[config.mk]
export PLATFORM = sky130hd
export DESIGN_NAME = perf_monitor
export DESIGN_NICKNAME = d
export VERILOG_FILES = /design/src/hw/perf_pkg.sv /design/src/hw/perf_addr_decode.sv /design/src/hw/perf_ctrl_fsm.sv /design/src/hw/perf_window_timer.sv /design/src/hw/perf_counter_bank.sv /design/src/hw/perf_monitor.sv
export VERILOG_INCLUDE_DIRS = /design/src /design/src/hw
export SDC_FILE = /design/constraint.sdc
export NUM_CORES = 1
export LEC_CHECK = 0
export BUFFER_PORTS_ARGS = -buffer_cell sky130_fd_sc_hd__buf_2
export CORE_MARGIN = 10
export CORE_UTILIZATION = 45
export CTS_CLUSTER_DIAMETER = 50
export DETAILED_ROUTE_END_ITERATION = 16
export GPL_ROUTABILITY_DRIVEN = 0
export PLACE_DENSITY = 0.61
export REMOVE_ABC_BUFFERS = 1
export SYNTH_ARGS = -nofsm -noshare
export SYNTH_HDL_FRONTEND = slang
export SYNTH_HIERARCHICAL = 1
export SYNTH_SLANG_ARGS = --single-unit
[constraint.sdc]
create_clock -name clk -period 3.72 [get_ports clk]
set_clock_uncertainty 0.2 [all_clocks]
set_input_delay 0.372 -clock clk [delete_from_list [all_inputs] [get_ports clk]]
set_output_delay 0.372 -clock clk [all_outputs]
set_load 0.01 [all_outputs]
[src/hw/perf_monitor_config.svh]
`ifndef PERF_MONITOR_CONFIG_SVH
`define PERF_MONITOR_CONFIG_SVH

// data bus and counter width.
`define PERF_DATA_W 16

// data memory address width.
`define PERF_ADDR_W 16

// the monitor window starts here; this is also the control register.
`define PERF_BASE_ADDR 16'hFFE4

// counter 0 lives here and the rest follow at even addresses up to 16'hFFFE.
`define PERF_CNT_BASE_ADDR 16'hFFE6

// number of event counters.
`define PERF_NUM_CNT 13

// width of a counter index.
`define PERF_IDX_W 4

// window length field taken from write data bits 15:2.
`define PERF_WIN_W 14

`endif

[src/hw/perf_pkg.sv]
`include "perf_monitor_config.svh"

package perf_pkg;

    // one-cycle event pulses declared in counter address order.
    typedef struct packed {
        logic pred_correct;
        logic pred_incorrect;
        logic icache_hit;
        logic icache_miss;
        logic dcache_hit;
        logic dcache_miss;
        logic l2_hit;
        logic l2_miss;
        logic stall_if;
        logic stall_id;
        logic stall_ex;
        logic stall_mem;
        logic stall_wb;
    } perf_events_t;

    // data memory port as seen by the monitor.
    typedef struct packed {
        logic                    access;
        logic                    we;
        logic [`PERF_ADDR_W-1:0] addr;
        logic [`PERF_DATA_W-1:0] wdata;
    } perf_bus_req_t;

    // one cycle worth of decoded access.
    typedef struct packed {
        logic                   hit;
        logic                   rd_valid;
        logic [`PERF_IDX_W-1:0] rd_idx;
        logic                   rd_ctrl;
        logic                   clr_valid;
        logic [`PERF_IDX_W-1:0] clr_idx;
        logic                   ctrl_wr;
    } perf_decode_t;

    typedef enum logic [1:0] {
        ST_HALTED = 2'd0,
        ST_RUN    = 2'd1,
        ST_WINDOW = 2'd2
    } perf_state_e;

    // command field in write data bits 1:0; the value 3 does nothing.
    typedef enum logic [1:0] {
        CMD_HALT   = 2'd0,
        CMD_RUN    = 2'd1,
        CMD_WINDOW = 2'd2
    } perf_cmd_e;

endpackage

[src/hw/perf_addr_decode.sv]
`timescale 1ns/1ps
`include "perf_monitor_config.svh"

module perf_addr_decode (
    input  perf_pkg::perf_bus_req_t i_req,
    output perf_pkg::perf_decode_t  o_dec
);

    logic                    in_window;
    logic                    is_ctrl;
    logic                    is_cnt;
    logic [`PERF_ADDR_W-1:0] cnt_offset;
    logic [`PERF_ADDR_W-1:0] cnt_slot;
    logic [`PERF_IDX_W-1:0]  cnt_idx;

    // anything at or above the base address belongs to the monitor.
    assign in_window = i_req.access && (i_req.addr >= `PERF_BASE_ADDR);

    // byte offset from counter 0 with two bytes per counter.
    assign cnt_offset = i_req.addr - `PERF_CNT_BASE_ADDR;
    assign cnt_slot   = cnt_offset >> 1;
    assign cnt_idx    = cnt_offset[`PERF_IDX_W:1];

    assign is_ctrl = in_window && (i_req.addr == `PERF_BASE_ADDR);

    // odd offsets and slots past the last counter decode to nothing.
    assign is_cnt = in_window
                 && (i_req.addr >= `PERF_CNT_BASE_ADDR)
                 && !cnt_offset[0]
                 && (cnt_slot < `PERF_ADDR_W'(`PERF_NUM_CNT));

    always_comb begin
        o_dec = '0;
        o_dec.hit = in_window;

        if (is_cnt && !i_req.we) begin
            o_dec.rd_valid = 1'b1;
            o_dec.rd_idx   = cnt_idx;
        end

        // a store to a counter address clears that counter.
        if (is_cnt && i_req.we) begin
            o_dec.clr_valid = 1'b1;
            o_dec.clr_idx   = cnt_idx;
        end

        o_dec.rd_ctrl = is_ctrl && !i_req.we;
        o_dec.ctrl_wr = is_ctrl && i_req.we;
    end

endmodule

[src/hw/perf_ctrl_fsm.sv]
`timescale 1ns/1ps
`include "perf_monitor_config.svh"

module perf_ctrl_fsm (
    input  logic                    clk,
    input  logic                    i_rst,
    input  logic                    i_ctrl_wr,
    input  logic [`PERF_DATA_W-1:0] i_wdata,
    input  logic                    i_expire,
    output perf_pkg::perf_state_e   o_state,
    output logic                    o_count_en,
    output logic                    o_timer_load,
    output logic [`PERF_WIN_W-1:0]  o_timer_len
);

    perf_pkg::perf_state_e  state_q;
    perf_pkg::perf_state_e  state_d;
    logic [1:0]             cmd;
    logic [`PERF_WIN_W-1:0] win_len;
    logic                   cmd_taken;

    assign cmd     = i_wdata[1:0];
    assign win_len = i_wdata[`PERF_DATA_W-1:2];

    // command 3 is reserved and leaves everything alone.
    assign cmd_taken = i_ctrl_wr && (cmd != 2'd3);

    always_comb begin
        state_d      = state_q;
        o_timer_load = 1'b0;
        o_timer_len  = '0;

        if (cmd_taken) begin
            // every accepted command reloads the timer, so a window that is
            // cut short by halt or run leaves no count behind.
            o_timer_load = 1'b1;
            case (cmd)
                perf_pkg::CMD_HALT: begin
                    state_d = perf_pkg::ST_HALTED;
                end
                perf_pkg::CMD_RUN: begin
                    state_d = perf_pkg::ST_RUN;
                end
                default: begin
                    o_timer_len = win_len;
                    // an empty window halts at once.
                    state_d = (win_len == '0) ? perf_pkg::ST_HALTED : perf_pkg::ST_WINDOW;
                end
            endcase
        end else if ((state_q == perf_pkg::ST_WINDOW) && i_expire) begin
            state_d = perf_pkg::ST_HALTED;
        end
    end

    always_ff @(posedge clk) begin
        if (i_rst) begin
            state_q <= perf_pkg::ST_RUN;
        end else begin
            state_q <= state_d;
        end
    end

    assign o_state    = state_q;
    assign o_count_en = (state_q == perf_pkg::ST_RUN) || (state_q == perf_pkg::ST_WINDOW);

    // the timer only runs out while a window is open.
    a_expire_in_window: assert property (
        @(posedge clk) disable iff (i_rst)
        i_expire |-> (state_q == perf_pkg::ST_WINDOW)
    ) else $error("perf_ctrl_fsm: i_expire outside window, state=%h", state_q);

endmodule

[src/hw/perf_window_timer.sv]
`timescale 1ns/1ps
`include "perf_monitor_config.svh"

module perf_window_timer (
    input  logic                   clk,
    input  logic                   i_rst,
    input  logic                   i_load,
    input  logic [`PERF_WIN_W-1:0] i_len,
    output logic                   o_expire
);

    logic [`PERF_WIN_W-1:0] count_q;

    // load wins over the decrement; the count rests at zero.
    always_ff @(posedge clk) begin
        if (i_rst) begin
            count_q <= '0;
        end else if (i_load) begin
            count_q <= i_len;
        end else if (count_q != '0) begin
            count_q <= count_q - 1'b1;
        end
    end

    // last counting cycle of the window.
    assign o_expire = (count_q == `PERF_WIN_W'(1));

endmodule

[src/hw/perf_counter_bank.sv]
`timescale 1ns/1ps
`include "perf_monitor_config.svh"

module perf_counter_bank (
    input  logic                    clk,
    input  logic                    i_rst,
    input  perf_pkg::perf_events_t  i_events,
    input  logic                    i_count_en,
    input  logic                    i_clr_valid,
    input  logic [`PERF_IDX_W-1:0]  i_clr_idx,
    input  logic                    i_rd_valid,
    input  logic [`PERF_IDX_W-1:0]  i_rd_idx,
    output logic [`PERF_DATA_W-1:0] o_rd_data
);

    logic [`PERF_NUM_CNT-1:0] ev_bits;
    logic [`PERF_DATA_W-1:0]  cnt_q [`PERF_NUM_CNT];

    // flatten the event struct so bit i feeds counter i.
    assign ev_bits[0]  = i_events.pred_correct;
    assign ev_bits[1]  = i_events.pred_incorrect;
    assign ev_bits[2]  = i_events.icache_hit;
    assign ev_bits[3]  = i_events.icache_miss;
    assign ev_bits[4]  = i_events.dcache_hit;
    assign ev_bits[5]  = i_events.dcache_miss;
    assign ev_bits[6]  = i_events.l2_hit;
    assign ev_bits[7]  = i_events.l2_miss;
    assign ev_bits[8]  = i_events.stall_if;
    assign ev_bits[9]  = i_events.stall_id;
    assign ev_bits[10] = i_events.stall_ex;
    assign ev_bits[11] = i_events.stall_mem;
    assign ev_bits[12] = i_events.stall_wb;

    // a clear beats an event to the same counter; counters wrap.
    always_ff @(posedge clk) begin
        for (int i = 0; i < `PERF_NUM_CNT; i++) begin
            if (i_rst) begin
                cnt_q[i] <= '0;
            end else if (i_clr_valid && (i_clr_idx == `PERF_IDX_W'(i))) begin
                cnt_q[i] <= '0;
            end else if (i_count_en && ev_bits[i]) begin
                cnt_q[i] <= cnt_q[i] + 1'b1;
            end
        end
    end

    // read mux that gives zero when nothing is selected.
    always_comb begin
        o_rd_data = '0;
        for (int i = 0; i < `PERF_NUM_CNT; i++) begin
            if (i_rd_valid && (i_rd_idx == `PERF_IDX_W'(i))) begin
                o_rd_data = cnt_q[i];
            end
        end
    end

    // the decoder must never hand over a clear for a missing counter.
    a_clr_idx_range: assert property (
        @(posedge clk) disable iff (i_rst)
        i_clr_valid |-> (i_clr_idx < `PERF_IDX_W'(`PERF_NUM_CNT))
    ) else $error("perf_counter_bank: clear index out of range, i_clr_idx=%h", i_clr_idx);

endmodule

[src/hw/perf_monitor.sv]
`timescale 1ns/1ps
`include "perf_monitor_config.svh"

module perf_monitor (
    input  logic                    clk,
    input  logic                    i_rst,
    input  perf_pkg::perf_bus_req_t i_req,
    input  perf_pkg::perf_events_t  i_events,
    output logic                    o_access_cancel,
    output logic [`PERF_DATA_W-1:0] o_rdata
);

    perf_pkg::perf_decode_t  dec;
    perf_pkg::perf_state_e   state;
    logic                    count_en;
    logic                    timer_load;
    logic [`PERF_WIN_W-1:0]  timer_len;
    logic                    timer_expire;
    logic [`PERF_DATA_W-1:0] cnt_rd_data;
    logic [`PERF_DATA_W-1:0] ctrl_rd_data;

    perf_addr_decode u_decode (
        .i_req (i_req),
        .o_dec (dec)
    );

    perf_ctrl_fsm u_ctrl_fsm (
        .clk          (clk),
        .i_rst        (i_rst),
        .i_ctrl_wr    (dec.ctrl_wr),
        .i_wdata      (i_req.wdata),
        .i_expire     (timer_expire),
        .o_state      (state),
        .o_count_en   (count_en),
        .o_timer_load (timer_load),
        .o_timer_len  (timer_len)
    );

    perf_window_timer u_window_timer (
        .clk      (clk),
        .i_rst    (i_rst),
        .i_load   (timer_load),
        .i_len    (timer_len),
        .o_expire (timer_expire)
    );

    perf_counter_bank u_counter_bank (
        .clk         (clk),
        .i_rst       (i_rst),
        .i_events    (i_events),
        .i_count_en  (count_en),
        .i_clr_valid (dec.clr_valid),
        .i_clr_idx   (dec.clr_idx),
        .i_rd_valid  (dec.rd_valid),
        .i_rd_idx    (dec.rd_idx),
        .o_rd_data   (cnt_rd_data)
    );

    // status read with the state code in the low two bits.
    always_comb begin
        ctrl_rd_data = '0;
        if (dec.rd_ctrl) begin
            ctrl_rd_data[1:0] = state;
        end
    end

    // counter and control reads never select together.
    assign o_rdata         = cnt_rd_data | ctrl_rd_data;
    assign o_access_cancel = dec.hit;

endmodule

==> results_dict.tcl, run 1 <==
set metrics [dict create \
    dieArea_um2 38900 \
    ys_seq_elements 224 \
    layout_setup_ws_ps -329 \
    p_per_area_nw_per_um2 389 \
    synth_cells 1472 \
    final_common_cell "nor2_1" \
    pwr-share-clk_pct 41.3 \
    yosysWarnings 6 \
    insertion_delay_ps 570 \
    fin_crit_sh_pct 109 \
    tritoncts "built" \
    p_leak_uw 0.00676 \
    end_kind "output port" \
    syn_to_final_growth_pct 30.9 \
    ant_nets 0 \
    fin_crit_ps 4050 \
    hp-class "input pin to flip-flop" \
    synthArstFlopShare_pct 0 \
    required_ps 3150 \
    core_um2 30800 \
    status "complete, but fails checks" \
    path_max_fanout 8 \
    cpLargestDelayFamily "buffers and inverters" \
    met2_usage_pct 33.4 \
    clockBufferDepth 3 \
    slowest_stage "a222oi_1" \
    ir_drop_mv 0.425 \
    top_usage_layer "met2" \
    met3_usage_pct 3.95 \
    vias_per_cell 5.75 \
    sw_frac_of_total_pct 27.2 \
    intPower_uw 5250 \
    seq_area_um2 6570 \
    tightest_slew_ps 754 \
    cpMostUsedCell "buf_4" \
    clock-root-buffer "clkbuf_16" \
    critPathBufInv 8 \
    arrival_ps 3480 \
    drv_slew 0 \
    layout_common_cells "267 x nor2_1, 208 x edfxtp_1, 138 x buf_4" \
    clock.fmax_mhz 247 \
    start_util_pct 45.9 \
    multi_input_comb_area_um2 7950 \
    grt_pass1_vias 11600 \
    worstSetupPathType "input pin to output port" \
    antenna_found_initial 1 \
    nFillCells 2515 \
    p_seq_share_pct 45.8 \
    rows 64 \
    cts.sinks 224 \
    routedWlPerCell_um 19.9 \
    start_kind "input pin" \
    drc_errors 0 \
    crit_chain "buf_2 > nand3_4 > buf_4 > o31a_2 > a31oi_4 > buf_4 > nor4_4 > buf_4 > buf_6 > buf_4 > nand2_1 > nor2_4 > buf_4 > a222oi_1 > nand3_1 > buf_2" \
    numCtsBuffers 31 \
    grt_usage_pct 20.8 \
    ys_seq_area_share_pct 46.4 \
    cp_slowest_stage_delay_ps 550 \
    maxCapViolations 0 \
    path_clk_slew_ps 60 \
    final_util_pct 60.1 \
    grt_util_met1_pct 28.0 \
    grt_pass1_wl_um 64700 \
    drt-pass1-iter-count 6 \
    rsz0062_at_grt "yes" \
    finalSetupViolCount 16 \
    synth.avg_cell_area_um2 9.61 \
    drive_above_1_share_pct 26.5 \
    hold_viol 0 \
    yosysUniqueCellTypes 83 \
    drtIter0Drc 1164 \
    cts_htree_levels 1 \
    combPwrFrac_pct 13.0 \
    violations "negative setup slack" \
    wl_um 42500 \
    synth_flop_cell "edfxtp_1" \
    synth_area_um2 14100 \
    overflow 0 \
    vias 12300 \
    p_switching_uw 1960 \
    relSlewSlack_pct 49.4 \
    hold_slack_ps 62.9 \
    ioPinCount 66 \
    fp.dieH_um 197 \
    hpwl_um 30000 \
    synth-edff-count 208 \
    dieWidth_um 197 \
    io_buffers 65 \
    nets 1778 \
    grt_max_degree 26 \
    r2r_slack_ps 960 \
]
registers in the layout, summed over array words and instances, names as in the netlist:
register                flops
u_ctrl_fsm/o_state          2
u_counter_bank/cnt_q      208
u_window_timer/count_q     14
worst paths after layout:
| check | from | to | depth (start not counted) |
|---|---|---|---|
| setup / recovery | i_req[22] | o_rdata[14] | 16 |
| hold reg to reg | u_window_timer/count_q[11] | u_window_timer/count_q[11] | 2 |
| setup reg to reg | u_window_timer/count_q[5] | u_ctrl_fsm/o_state[0] | 6 |
| hold / removal | i_req[7] | u_window_timer/count_q[5] | 4 |
worst register-to-register path: stages, from the launching register on:
cell and delay, ps:
dfxtp_1 360, nor4_1 610, nand4b_1 170, nor3_1 210, a21oi_1 150, a221o_2 400
dlygate4sd3_1 550
cell families (layout without fill, tap and decap cells):
family / Yosys count / after routing / share of synthesized area (%)
flops: 224 / 224 / 46.4
mux: 34 / 34 / 2.70
buf+inv: 101 / 364 / 3.04
compound gates: 189 / 189 / 9.14
xor+xnor: 190 / 190 / 11.8
simple gates: 717 / 719 / 25.4
fa+ha+maj: 17 / 17 / 1.50
other cells: 0 / 1 / 0
cells in the mapped netlist (9+ instances only):
library cell  count  area, um2
o21ai_1          13       65.1
buf_2            22        110
inv_1            35        131
nor3_1           18       90.1
nand2_1         106        398
nor2_1          275       1030
mux2i_1          10        100
nor2b_1          13       81.3
a21oi_1          42        210
and2_1           19        119
or3_1             9       56.3
dfxtp_1          16        320
edfxtp_1        208       6250
nand3_1          99        495
xor2_1          112        981
xnor2_1          78        683
nor4_1           22        138
and3_1           27        169
clkbuf_1         33        124
and4_1           22        193
ha_1             17        213
nand4_1          59        369
o21ai_0          27        135
a22oi_1          18        135
mux2_2           22        248
o31ai_1          13       97.6
per-stage QoR:
step	worst slack [ps]	total power (uW)	std cells	area (um2)	setup TNS (ps)
floorplan	-6420	3880	1408	13900	-100320
global placement	-450	4200	2005	15800	-4840
detailed placement	-479	4210	2005	15800	-6310
CTS	-168	7240	2113	18000	-1260
global route	-339	7500	2133	18500	-3400
finish	-329	7210	2134	18500	-1880
power groups by stage:
stage	clock, uW	combinational (uW)	sequential (uW)
2_1_floorplan	0	661	3220
3_3_place_gp	0	874	3320
3_5_place_dp	0	886	3330
4_1_cts	3030	922	3290
5_1_grt	3130	1040	3330
6_report	2970	933	3300
area by class of cell:
cell class | count | share of cell area (%)
Antenna cell | 1 | 0.0135
Clock buffer | 36 | 4.29
Clock inverter | 22 | 1.30
Inverter | 37 | 0.750
Multi-Input combinational cell | 1149 | 42.9
Sequential cell | 224 | 35.5
Tap cell | 396 | 2.68
Timing Repair Buffer | 269 | 12.6
what timing repair did:
action                                  CTS  global route
pin swaps                                44            28
endpoints found under the hold margin    13             0
hold buffers                             16             0
cloned                                    4             2
endpoints found under the setup margin   16            16
resized for setup                       140            74
buffers inserted                         32            21
metal layers:
metal / wire length (um) / up-vias / share of wire [%]
li1: - / 5874 / -
met1: 18700 / 5882 / 44
met2: 19400 / 410 / 46
met3: 2970 / 95 / 7.0
met4: 1360 / 0 / 3.2
met5: 0 / - / 0
(Power assumes the default switching activity.)
==> run 2: changes to the inputs <==
==> constraint.sdc (replaced) <==
create_clock -name clk -period 3.72 [get_ports clk]
set_clock_uncertainty 0.2 [all_clocks]
set_input_delay 0 -clock clk [delete_from_list [all_inputs] [get_ports clk]]
set_output_delay 0 -clock clk [all_outputs]
set_load 0.01 [all_outputs]
==> run 2 against run 1 <==
  * The flow now finishes without violations
  * Core utilization fell by 6.4 points
  * Clock-buffer cell count is 2 higher
  * Combinational power is 1% higher
  * Non-clock buffer count fell by 105
  * Critical path depth is 3 lower
  * Power fell by 3.4%
  * Setup slack improved by 540 ps
  * Sequential power barely moved
  * Fmax grew 15%
  * Critical endpoint is now o_rdata[9]
  * Largest cell class unchanged
  * Highest routed layer unchanged
==> results_dict.tcl, run 2 (same netlist as run 1, synthesis figures left out) <==
set metrics [dict create \
    insertion_delay_ps 560 \
    status "complete, no violations" \
    rr_worst_depth 7 \
    hp-class "input pin to flip-flop" \
    grt_max_degree 32 \
    fin_crit_sh_pct 94.4 \
    worstSetupPathType "input pin to output port" \
    largest_reg_flops 208 \
    rows 64 \
    nets 1669 \
    grt_usage_pct 20.5 \
    routedWlPerCell_um 20.1 \
    layout_common_cells "275 x nor2_1, 208 x edfxtp_1, 112 x xor2_1" \
    r2r_slack_ps 770 \
    hold_depth 3 \
    start_util_pct 45.9 \
    hpwl_um 30000 \
    antenna_found_initial 1 \
    cts.sinks 224 \
    wl_um 40700 \
    maxCapViolations 0 \
    hp-start "i_events[0]" \
    hold_slack_ps 76.8 \
    cpMostUsedCell "buf_2" \
    rr_endpoint "u_window_timer/count_q[1]" \
    start_kind "input pin" \
    relSlewSlack_pct 50.8 \
    clockBufferDepth 3 \
    final_common_cell "nor2_1" \
    crit_chain "buf_2 > ha_1 > nor3_4 > nand2_1 > a211o_2 > nor4_2 > buf_12 > and2_1 > a21oi_1 > o31ai_1 > o21ai_1 > nand4_1 > buf_2" \
    cpLargestDelayFamily "compound AO/OA/AOI/OAI gates" \
    cp_slowest_stage_delay_ps 520 \
    ant_nets 0 \
    vias 11800 \
    grt_pass1_wl_um 63900 \
    p_per_area_nw_per_um2 421 \
    tritoncts "built" \
    p_leak_uw 0.00595 \
    fin_crit_ps 3510 \
    vias_per_cell 5.84 \
    dieArea_um2 38900 \
    overflow 0 \
    path_max_fanout 31 \
    finalSetupViolCount 0 \
    arrival_ps 3310 \
    fin_total_pwr_uw 6960 \
    drt-pass1-iter-count 5 \
    clock.fmax_mhz 285 \
    slowest_stage "o31ai_1" \
    fp.dieH_um 197 \
    ir_drop_mv 0.351 \
    path_clk_slew_ps 50 \
    io_buffers 65 \
    drv_slew 0 \
    r2r_start "u_window_timer/count_q[0]" \
    tns_ps 0 \
    rsz0062_at_grt "no" \
    end_kind "output port" \
    tightest_slew_ps 733 \
    cts_htree_levels 1 \
    core_um2 30800 \
    post-cts-setup-buffer-count 0 \
    drive_above_1_share_pct 13.7 \
    cp.depth 13 \
    numCtsBuffers 29 \
    grt_pass1_vias 11400 \
    required_ps 3520 \
    drtIter0Drc 1120 \
    hold_viol 0 \
    critPathBufInv 3 \
    dieWidth_um 197 \
    syn_to_final_growth_pct 17.0 \
    clock-root-buffer "clkbuf_16" \
    min_to "u_counter_bank/cnt_q[1][65]" \
    drc_errors 0 \
    ioPinCount 66 \
    regMostFlops "u_counter_bank/cnt_q" \
]
==> run 2: cell count changes in the layout (fill, tap and decap cells not counted), moves of 8 or more <==
| cell | change |
|---|---|
| dlygate4sd3_1 | +29 |
| nor2_1 | +8 |
| a21oi_2 | -11 |
| buf_6 | -40 |
| buf_2 | +10 |
| o21ai_0 | +9 |
| buf_12 | -11 |
| a21oi_1 | +11 |
| buf_4 | -88 |
==> run 2: cell type report <==
type	count	area [um2]
diodes	1	2.50
flip-flops and latches	224	6570
multi-input cells	1147	7210
clock inverters	15	139
fillers	2792	14300
well taps	396	495
repair buffers	164	1210
inverters	37	139
clock buffers	38	790
==> run 2: per-layer routing <==
layer / track usage (%) / wire length [um] / vias up
met2: 33.5 / 18800 / 428
li1: - / - / 5636
met1: 27.3 / 18000 / 5668
met4: 6.35 / 1230 / 0
met5: 0 / 0 / -
met3: 3.24 / 2750 / 80
==> run 2: worst reg2reg max path, cell delays in order, from the launching register on <==
cell,delay [ps]
dfxtp_1,330
inv_1,90
ha_1,180
or4b_1,610
nor4_4,430
mux2_1,370
o22ai_1,120
dlygate4sd3_1,560
==> run 2: per-stage QoR <==
| step | utilization [%] | cells | worst slack (ps) | instance area, um2 |
|---|---|---|---|---|
| floorplan | - | 1408 | -5680 | 13900 |
| global placement | 49.1 | 1923 | 260 | 15100 |
| detailed placement | 49.1 | 1923 | 156 | 15100 |
| CTS | 53.6 | 2021 | 177 | 16500 |
| global route | 53.7 | 2021 | 32.3 | 16600 |
| finish | 53.7 | 2022 | 208 | 16600 |
==> run 2: worst max path at each step <==
stage                         start          to
final                     i_req[17]  o_rdata[9]
after global routing      i_req[17]  o_rdata[2]
after CTS                 i_req[17]  o_rdata[3]
after detailed placement  i_req[17]  o_rdata[2]
after global placement    i_req[17]  o_rdata[3]
after floorplan           i_req[17]  o_rdata[0]
==> run 2: repair_timing <==
action,4_1_cts,5_1_grt
hold buffers,45,0
resized for setup,0,7
hold endpoints to repair,264,0
endpoints found under the setup margin,0,6
==> run 2: power breakdown <==
part,switching (uW),internal (uW),total (uW)
logic,493,451,944
registers,303,2990,3300
clock network,1090,1630,2720
